--- config.mk ---
export PLATFORM = sky130hd
export DESIGN_NAME = gauss_step
export DESIGN_NICKNAME = d
export VERILOG_FILES = /design/src/gauss_pkg.sv /design/src/gauss_ram.sv /design/src/elim_cell.sv /design/src/elim_line.sv /design/src/step_ctrl.sv /design/src/gauss_step.sv
export VERILOG_INCLUDE_DIRS = /design/src /design/src/src
export SDC_FILE = /design/constraint.sdc
export NUM_CORES = 1
export LEC_CHECK = 0
export ABC_AREA = 1
export BUFFER_PORTS_ARGS = -buffer_cell sky130_fd_sc_hd__buf_4
export CAP_MARGIN = 20
export CORE_MARGIN = 2
export CORE_UTILIZATION = 45
export CTS_CLUSTER_DIAMETER = 200
export DETAILED_ROUTE_END_ITERATION = 10
export GPL_TIMING_DRIVEN = 0
export PLACE_DENSITY = 0.71
export RECOVER_POWER = 25
export SLEW_MARGIN = 40
export SYNTH_ARGS = -nofsm -noshare
export SYNTH_HDL_FRONTEND = slang
export SYNTH_SLANG_ARGS = --single-unit
--- constraint.sdc ---
create_clock -name clk -period 3.3 [get_ports clk]
set_clock_uncertainty 0.15 [all_clocks]
set_input_delay 0.66 -clock clk [delete_from_list [all_inputs] [get_ports clk]]
set_output_delay 0.66 -clock clk [all_outputs]
set_load 0.02 [all_outputs]
--- src/gauss_config.svh ---
`ifndef GAUSS_CONFIG_SVH
`define GAUSS_CONFIG_SVH

// width of the systolic line, which is also the width of a column block
`define GAUSS_N 4

// number of matrix rows
`define GAUSS_L 12

// number of matrix columns, a multiple of GAUSS_N
`define GAUSS_K 16

`endif

--- src/gauss_pkg.sv ---
package gauss_pkg;

`include "gauss_config.svh"

  typedef logic [`GAUSS_N-1:0] row_t;                              // row slice of one block
  typedef logic [$clog2(`GAUSS_L*`GAUSS_K/`GAUSS_N)-1:0] maddr_t; // matrix word address
  typedef logic [$clog2(`GAUSS_K/`GAUSS_N)-1:0] blk_t;            // column block index
  typedef logic [$clog2(`GAUSS_L+`GAUSS_N)-1:0] pos_t;            // stream position / op address

  // decision of one cell for one item
  typedef enum logic [1:0] {
    OP_PASS  = 2'd0,
    OP_ADD   = 2'd1,
    OP_STORE = 2'd2
  } op_t;

  typedef op_t [`GAUSS_N-1:0] op_vec_t; // slot j written by cell j

  typedef enum logic [1:0] {
    ST_IDLE,
    ST_STREAM,  // issuing rows, then flush entries
    ST_DRAIN    // waiting for the line to empty
  } step_state_t;

endpackage

--- src/gauss_ram.sv ---
`timescale 1ns/1ps

module gauss_ram #(
  parameter int WIDTH = 8,
  parameter int DEPTH = 16
) (
  input  logic                     clk,
  input  logic                     wr_en,
  input  logic [$clog2(DEPTH)-1:0] wr_addr,
  input  logic [WIDTH-1:0]         wr_data,
  input  logic                     rd_en,
  input  logic [$clog2(DEPTH)-1:0] rd_addr,
  output logic [WIDTH-1:0]         rd_data
);

  logic [WIDTH-1:0] mem [DEPTH];

  // synchronous write
  always_ff @(posedge clk) begin
    if (wr_en) begin
      mem[wr_addr] <= wr_data;
    end
  end

  // registered read, old data on a same-address collision
  always_ff @(posedge clk) begin
    if (rd_en) begin
      rd_data <= mem[rd_addr];
    end
  end

endmodule

--- src/elim_cell.sv ---
`timescale 1ns/1ps

module elim_cell import gauss_pkg::*; #(
  parameter int IDX = 0 // column handled by this cell
) (
  input  logic    clk,
  input  logic    rst_n,
  input  logic    clear,
  input  logic    pivot_mode,
  input  logic    in_valid,
  input  row_t    in_row,
  input  logic    in_keep,
  input  logic    in_flush,
  input  op_vec_t in_ops,
  output logic    out_valid,
  output row_t    out_row,
  output logic    out_keep,
  output logic    out_flush,
  output op_vec_t out_ops,
  output logic    empty
);

  row_t    pivot;
  logic    occupied;
  logic    found;    // pivot seen since the last clear, survives the flush
  op_t     op;
  row_t    row_n;
  logic    keep_n;
  op_vec_t ops_n;

  always_comb begin
    op     = OP_PASS;
    row_n  = in_row;
    keep_n = in_keep;
    if (in_flush) begin
      // a flush item still free picks up this cell's pivot
      if (!in_keep) begin
        row_n  = occupied ? pivot : '0;
        keep_n = occupied;
      end
    end else begin
      if (pivot_mode) begin
        if (in_keep && in_row[IDX]) begin
          op = occupied ? OP_ADD : OP_STORE;
        end
      end else begin
        op = in_ops[IDX]; // replay
      end
      case (op)
        OP_ADD: row_n = in_row ^ pivot;
        OP_STORE: begin
          row_n  = '0;
          keep_n = 1'b0;
        end
        default: ;
      endcase
    end
    ops_n      = in_ops;
    ops_n[IDX] = op;
  end

  always_ff @(posedge clk or negedge rst_n) begin
    if (!rst_n) begin
      occupied  <= 1'b0;
      found     <= 1'b0;
      out_valid <= 1'b0;
    end else if (clear) begin
      occupied  <= 1'b0;
      found     <= 1'b0;
      out_valid <= 1'b0;
    end else begin
      out_valid <= in_valid;
      if (in_valid && in_flush && !in_keep) begin
        occupied <= 1'b0; // pivot handed over
      end
      if (in_valid && op == OP_STORE) begin
        occupied <= 1'b1;
        found    <= 1'b1;
      end
    end
  end

  always_ff @(posedge clk) begin
    if (in_valid) begin
      out_row   <= row_n;
      out_keep  <= keep_n;
      out_flush <= in_flush;
      out_ops   <= ops_n;
    end
    if (in_valid && op == OP_STORE) begin
      pivot <= in_row;
    end
  end

  assign empty = !found;

endmodule

--- src/elim_line.sv ---
`timescale 1ns/1ps

`include "gauss_config.svh"

module elim_line import gauss_pkg::*; (
  input  logic    clk,
  input  logic    rst_n,
  input  logic    clear,
  input  logic    pivot_mode,
  input  logic    in_valid,
  input  row_t    in_row,
  input  logic    in_keep,
  input  logic    in_flush,
  input  op_vec_t in_ops,
  output logic    out_valid,
  output row_t    out_row,
  output logic    out_keep,
  output op_vec_t out_ops,
  output logic    any_empty
);

  localparam int N = `GAUSS_N;

  // index j feeds cell j and index N is the line output
  logic [N:0]   valid_c;
  logic [N:0]   keep_c;
  logic [N:0]   flush_c;
  row_t         row_c [N+1];
  op_vec_t      ops_c [N+1];
  logic [N-1:0] empty_c;

  assign valid_c[0] = in_valid;
  assign row_c[0]   = in_row;
  assign keep_c[0]  = in_keep;
  assign flush_c[0] = in_flush;
  assign ops_c[0]   = in_ops;

  for (genvar j = 0; j < N; j++) begin : g_cell
    elim_cell #(.IDX(j)) u_cell (
      .clk       (clk),
      .rst_n     (rst_n),
      .clear     (clear),
      .pivot_mode(pivot_mode),
      .in_valid  (valid_c[j]),
      .in_row    (row_c[j]),
      .in_keep   (keep_c[j]),
      .in_flush  (flush_c[j]),
      .in_ops    (ops_c[j]),
      .out_valid (valid_c[j+1]),
      .out_row   (row_c[j+1]),
      .out_keep  (keep_c[j+1]),
      .out_flush (flush_c[j+1]),
      .out_ops   (ops_c[j+1]),
      .empty     (empty_c[j])
    );
  end

  assign out_valid = valid_c[N]; // data and flush items alike
  assign out_row   = row_c[N];
  assign out_keep  = keep_c[N];
  assign out_ops   = ops_c[N];
  assign any_empty = |empty_c; // some column without a pivot

endmodule

--- src/step_ctrl.sv ---
`timescale 1ns/1ps

`include "gauss_config.svh"

module step_ctrl import gauss_pkg::*; (
  input  logic        clk,
  input  logic        rst_n,
  input  logic        start,
  input  logic        pivot_mode,
  input  blk_t        col_block,
  input  logic        wr_en,
  input  maddr_t      wr_addr,
  input  row_t        wr_data,
  input  logic        rd_en,
  input  maddr_t      rd_addr,
  input  logic        line_out_valid,
  input  row_t        line_out_row,
  input  logic        line_out_keep,
  input  op_vec_t     line_out_ops,
  input  logic        line_any_empty,
  output logic        m_wr_en,
  output maddr_t      m_wr_addr,
  output row_t        m_wr_data,
  output logic        m_rd_en,
  output maddr_t      m_rd_addr,
  output logic        o_wr_en,
  output pos_t        o_wr_addr,
  output op_vec_t     o_wr_data,
  output logic        o_rd_en,
  output pos_t        o_rd_addr,
  output logic        line_clear,
  output logic        line_mode,
  output logic        line_in_valid,
  output logic        line_in_keep,
  output logic        line_in_flush,
  output logic        busy,
  output logic        done,
  output logic        fail
);

  localparam pos_t LAST_ROW = pos_t'(`GAUSS_L - 1);
  localparam pos_t LAST_POS = pos_t'(`GAUSS_L + `GAUSS_N - 1);

  step_state_t state;
  logic        mode_q;
  maddr_t      base_q;   // col_block * L
  pos_t        rd_pos;   // next item to issue
  pos_t        out_pos;  // item now at the line output
  pos_t        kept;     // words written back so far
  logic        d_valid;
  logic        d_keep;
  logic        d_flush;
  logic        empty_q;  // any_empty once the data rows are through
  logic        idle;
  logic        issue_row;
  logic        wb_en;
  logic        last_out;

  assign idle      = (state == ST_IDLE);
  assign issue_row = (state == ST_STREAM) && (rd_pos <= LAST_ROW);
  assign wb_en     = !idle && line_out_valid && line_out_keep;
  assign last_out  = (state == ST_DRAIN) && line_out_valid && (out_pos == LAST_POS);

  // host owns the matrix port while idle
  assign m_rd_en   = idle ? rd_en : issue_row;
  assign m_rd_addr = idle ? rd_addr : base_q + maddr_t'(rd_pos);
  assign m_wr_en   = idle ? wr_en : wb_en;
  assign m_wr_addr = idle ? wr_addr : base_q + maddr_t'(kept); // compacted in place
  assign m_wr_data = idle ? wr_data : line_out_row;

  assign o_rd_en   = (state == ST_STREAM);
  assign o_rd_addr = rd_pos;
  assign o_wr_en   = mode_q && !idle && line_out_valid; // record only in pivot mode
  assign o_wr_addr = out_pos;
  assign o_wr_data = line_out_ops;

  assign line_clear    = start && idle;
  assign line_mode     = mode_q;
  assign line_in_valid = d_valid;
  assign line_in_keep  = d_keep;
  assign line_in_flush = d_flush;
  assign busy          = !idle;

  always_ff @(posedge clk or negedge rst_n) begin
    if (!rst_n) begin
      state   <= ST_IDLE;
      mode_q  <= 1'b0;
      base_q  <= '0;
      rd_pos  <= '0;
      out_pos <= '0;
      kept    <= '0;
      d_valid <= 1'b0;
      d_keep  <= 1'b0;
      d_flush <= 1'b0;
      empty_q <= 1'b0;
      done    <= 1'b0;
      fail    <= 1'b0;
    end else begin
      done <= 1'b0;
      // aligned with the registered memory read
      d_valid <= (state == ST_STREAM);
      d_keep  <= issue_row;
      d_flush <= (state == ST_STREAM) && !issue_row;
      case (state)
        ST_IDLE: begin
          if (start) begin
            state   <= ST_STREAM;
            mode_q  <= pivot_mode;
            base_q  <= maddr_t'(col_block * `GAUSS_L);
            rd_pos  <= '0;
            out_pos <= '0;
            kept    <= '0;
            fail    <= 1'b0;
          end
        end
        ST_STREAM: begin
          rd_pos <= rd_pos + 1'b1;
          if (rd_pos == LAST_POS) state <= ST_DRAIN;
        end
        ST_DRAIN: begin
          if (last_out) begin
            state <= ST_IDLE;
            done  <= 1'b1;
            fail  <= mode_q && empty_q; // rank below N
          end
        end
        default: state <= ST_IDLE;
      endcase
      if (!idle && line_out_valid) begin
        out_pos <= out_pos + 1'b1;
        if (out_pos == LAST_ROW) empty_q <= line_any_empty;
      end
      if (wb_en) kept <= kept + 1'b1;
    end
  end

endmodule

--- src/gauss_step.sv ---
`timescale 1ns/1ps

`include "gauss_config.svh"

module gauss_step import gauss_pkg::*; (
  input  logic   clk,
  input  logic   rst_n,
  input  logic   start,
  input  logic   pivot_mode,
  input  blk_t   col_block,
  input  logic   wr_en,
  input  maddr_t wr_addr,
  input  row_t   wr_data,
  input  logic   rd_en,
  input  maddr_t rd_addr,
  output row_t   rd_data,
  output logic   busy,
  output logic   done,
  output logic   fail
);

  localparam int MAT_DEPTH = `GAUSS_L * `GAUSS_K / `GAUSS_N;
  localparam int OP_DEPTH  = `GAUSS_L + `GAUSS_N;

  logic    m_wr_en, m_rd_en;
  maddr_t  m_wr_addr, m_rd_addr;
  row_t    m_wr_data, m_rd_data;
  logic    o_wr_en, o_rd_en;
  pos_t    o_wr_addr, o_rd_addr;
  op_vec_t o_wr_data;
  logic [$bits(op_vec_t)-1:0] o_rd_data;
  op_vec_t line_in_ops, line_out_ops;
  logic    line_clear, line_mode, line_in_valid, line_in_keep, line_in_flush;
  logic    line_out_valid, line_out_keep, line_any_empty;
  row_t    line_out_row;

  assign rd_data     = m_rd_data;         // host read and line input share the port
  assign line_in_ops = op_vec_t'(o_rd_data);

  step_ctrl u_ctrl (
    .clk(clk), .rst_n(rst_n), .start(start), .pivot_mode(pivot_mode),
    .col_block(col_block), .wr_en(wr_en), .wr_addr(wr_addr), .wr_data(wr_data),
    .rd_en(rd_en), .rd_addr(rd_addr), .line_out_valid(line_out_valid),
    .line_out_row(line_out_row), .line_out_keep(line_out_keep),
    .line_out_ops(line_out_ops), .line_any_empty(line_any_empty),
    .m_wr_en(m_wr_en), .m_wr_addr(m_wr_addr), .m_wr_data(m_wr_data),
    .m_rd_en(m_rd_en), .m_rd_addr(m_rd_addr), .o_wr_en(o_wr_en),
    .o_wr_addr(o_wr_addr), .o_wr_data(o_wr_data), .o_rd_en(o_rd_en),
    .o_rd_addr(o_rd_addr), .line_clear(line_clear), .line_mode(line_mode),
    .line_in_valid(line_in_valid), .line_in_keep(line_in_keep),
    .line_in_flush(line_in_flush), .busy(busy), .done(done), .fail(fail)
  );

  gauss_ram #(.WIDTH(`GAUSS_N), .DEPTH(MAT_DEPTH)) u_matrix_ram (
    .clk(clk), .wr_en(m_wr_en), .wr_addr(m_wr_addr), .wr_data(m_wr_data),
    .rd_en(m_rd_en), .rd_addr(m_rd_addr), .rd_data(m_rd_data)
  );

  gauss_ram #(.WIDTH($bits(op_vec_t)), .DEPTH(OP_DEPTH)) u_op_ram (
    .clk(clk), .wr_en(o_wr_en), .wr_addr(o_wr_addr), .wr_data(o_wr_data),
    .rd_en(o_rd_en), .rd_addr(o_rd_addr), .rd_data(o_rd_data)
  );

  elim_line u_line (
    .clk(clk), .rst_n(rst_n), .clear(line_clear), .pivot_mode(line_mode),
    .in_valid(line_in_valid), .in_row(m_rd_data), .in_keep(line_in_keep),
    .in_flush(line_in_flush), .in_ops(line_in_ops), .out_valid(line_out_valid),
    .out_row(line_out_row), .out_keep(line_out_keep), .out_ops(line_out_ops),
    .any_empty(line_any_empty)
  );

endmodule

==> results.json <==
{
  "arrival_ns": 3.18,
  "vias_per_cell": 5.59,
  "synth_edf_count": 403,
  "drv_cap": 1,
  "synthAdderAreaFrac_pct": 1.52,
  "ys_types": 41,
  "vdd_drop_max_mv": 0.411,
  "synth.area.mux_share_pct": 0,
  "finalCriticalPeriod_ns": 3.04,
  "insertion_delay_ns": 0.56,
  "synthCells": 1699,
  "start_util_pct": 45.5,
  "drc_errors": 0,
  "violations": "max-capacitance violations, max-slew violations",
  "rows": 75,
  "power.density_mw_per_mm2": 518,
  "grt_pass1_wl_mm": 75.3,
  "synth_xor_area_share_pct": 0.413,
  "placed_cell_area_mm2": 0.0201,
  "synth-compound-area-share_pct": 7.60,
  "crit_type": "register to register",
  "track_usage_pct": 22.6,
  "drt_iter0_markers": 1386,
  "whs_ns": 0.177,
  "fmax_mhz": 329,
  "ys_ff_latch": 440,
  "finalHoldViolCount": 0,
  "num_vias": 13100,
  "wl_met2_mm": 23.8,
  "route.met3.wl_mm": 3.72,
  "place.gp.congestion": 0.958,
  "worstSetupEndpointType": "register",
  "tns_ns": 0,
  "coreArea_mm2": 0.0419,
  "fin_cells": 2348,
  "grt_pass1_vias": 13200,
  "syn-num-nets": 1745,
  "htree_levels": 2,
  "clkSinkCount": 440,
  "ys.warnings.count": 0,
  "synthArstFlopShare_pct": 8.41,
  "cts.path.max_buffers": 3,
  "topRoutingLayerUsed": "met4",
  "nNetsFinal": 1822,
  "wl_mm": 49.2,
  "setup_viol": 0,
  "root_buffer": "clkbuf_16",
  "synth_top_family_by_area": "simple AND/OR/NAND/NOR gates",
  "io_buffers": 30,
  "cts_buffers": 43,
  "diodes": 0,
  "dieArea_mm2": 0.0441,
  "ant_nets": 0,
  "clk_pin_slew_worst_paths_ns": 0.07,
  "die_x_um": 210,
  "synth-simple-area-share_pct": 15.6,
  "hp-class": "input pin to register",
  "finalCritPeriodShare_pct": 92.0,
  "drv_slew": 38,
  "rsz0062_at_grt": "false",
  "antenna_found_initial": 2,
  "syn_avg_cell_area_um2": 11.2,
  "detailed_place_hpwl_mm": 33.0,
  "ios": 31,
  "synthFlopType": "edfxtp_1",
  "tightest_slew_ns": 2.19,
  "drive_gt1_share_pct": 9.89,
  "filler_cell_count": 3631,
  "setup.worst_path.start_class": "register",
  "cp_max_fo": 10,
  "grt_max_degree": 49,
  "yosysSeqAreaShare_pct": 68.2,
  "fin_area_mm2": 0.0215,
  "cts_tree": "yes",
  "status": "complete, but fails checks",
  "netlist_area_mm2": 0.0191,
  "globalRouteOverflowTotal": 0,
  "wirelength_met1_mm": 19.7,
  "post-place-cells": 2269,
  "critPathRequiredTime_ns": 3.45,
  "total_leakage_power_nw": 8.04,
  "drt_pass1_iterations": 6,
  "area_delta_synth_final_pct": 12.8,
  "die_y_um": 210,
  "wl_per_cell_um": 21.0,
  "slew_headroom_pct": -45.9
}
==> cells by family (layout without fill, tap and decap cells) <==
group | Yosys count | count (layout)
and+or+nand+nor | 693 | 693
DFF | 440 | 440
buffers and inverters | 298 | 408
AOI/OAI and AO/OA | 237 | 237
adders and majority gates | 22 | 22
xor gates and xnor gates | 9 | 9
==> path summary, 6_finish.rpt <==
kind                                                    start                            endpoint  slack (ns)  cells after the start
min in group asynchronous                               rst_n                    u_ctrl.line_mode        1.15                      2
setup / recovery                          u_ctrl.o_rd_addr[2]             u_matrix_ram.rd_data[1]        0.26                     10
max in group asynchronous                               rst_n                      u_ctrl.kept[3]        0.57                      2
hold / removal                                     pivot_mode                    u_ctrl.line_mode        0.18                      3
setup reg to reg                          u_ctrl.o_rd_addr[2]             u_matrix_ram.rd_data[1]        0.26                     10
hold reg to reg            u_line.g_cell[1].u_cell.out_ops[2]  u_line.g_cell[2].u_cell.out_ops[2]        0.26                      0
==> timing repair <==
action	in CTS	in global routing
resized for setup	0	0
buffers inserted	0	0
endpoints found under the hold margin	37	0
hold buffers	1	0
==> cell type report <==
type | count | area [µm²] | area share [%]
sequential | 440 | 13000 | 60.5
tap | 539 | 674 | 3.13
timing repair buffer | 32 | 251 | 1.17
multi-input combinational | 961 | 4860 | 22.6
clock buffer | 46 | 1110 | 5.15
inverter | 229 | 860 | 3.99
clock inverter | 32 | 354 | 1.64
buffer | 69 | 395 | 1.84
==> cell usage in the layout (no fill, tap or decap), types with 10 or more instances in the layout <==
cell type,count
a21oi_1,22
buf_2,16
buf_4,44
clkbuf_1,32
clkbuf_16,44
clkinv_1,10
clkinv_2,10
dfrtp_1,37
edfxtp_1,403
ha_1,20
inv_1,220
nand2_1,276
nand2_2,11
nand3_1,203
nor2_1,178
o211ai_1,32
o21ai_0,102
o221ai_1,14
o22ai_1,27
==> cell usage after synthesis (11+ instances only) <==
master / instances / area [µm²]
a21oi_1: 22 / 110
buf_2: 16 / 80.1
buf_4: 15 / 113
clkbuf_1: 29 / 109
dfrtp_1: 37 / 926
edfxtp_1: 403 / 12100
ha_1: 20 / 250
inv_1: 220 / 826
nand2_1: 280 / 1050
nand2_2: 11 / 68.8
nand3_1: 203 / 1020
nor2_1: 179 / 672
o211ai_1: 32 / 240
o21ai_0: 102 / 510
o221ai_1: 14 / 123
o22ai_1: 27 / 169
==> sequential cells by signal, summed over array words and instances, names as in the netlist, 2 cells and up <==
register                        flops
u_matrix_ram.mem                  192
u_op_ram.mem                      128
u_line.g_cell.u_cell.out_ops       32
u_line.g_cell.u_cell.out_row       16
u_line.g_cell.u_cell.pivot         16
u_op_ram.rd_data                    8
u_ctrl.base_q                       4
u_ctrl.kept                         4
u_ctrl.o_rd_addr                    4
u_ctrl.o_wr_addr                    4
u_line.g_cell.u_cell.found          4
u_line.g_cell.u_cell.occupied       4
u_line.g_cell.u_cell.out_keep       4
u_line.g_cell.u_cell.out_valid      4
u_matrix_ram.rd_data                4
u_line.g_cell.u_cell.out_flush      3
u_ctrl.state                        2
==> stage by stage <==
step	utilization (%)	total power, mW	setup slack [ns]
6_report	51.3	11.1	0.263
5_1_grt	51.3	11.4	0.130
4_1_cts	51.3	11.2	0.316
3_5_place_dp	47.8	6.16	0.340
3_3_place_gp	47.7	6.16	0.261
2_1_floorplan	-	6.12	0.983
==> worst max-delay path: stages, from the launching register on <==
cell	delay (ns)
dfrtp_1	0.50
ha_1	0.29
fa_1	0.49
inv_1	0.04
o21ai_1	0.33
inv_1	0.15
clkbuf_1	0.30
nand3_1	0.17
nand3_1	0.11
nand3_1	0.13
nand2_1	0.11
==> power breakdown <==
part           internal, mW  total (mW)  switching [mW]  leakage [nW]
registers              6.00        6.00               0          3.39
logic                0.0186      0.0437          0.0251          3.93
clock network          2.99        5.11            2.12         0.719
==> layer usage <==
metal | track usage [%] | vias up
met5 | 0 | -
met3 | 3.46 | 127
li1 | - | 6013
met2 | 38.0 | 583
met4 | 9.12 | 0
met1 | 29.7 | 6397
Note: power is estimated with default switching activity, not from simulation.
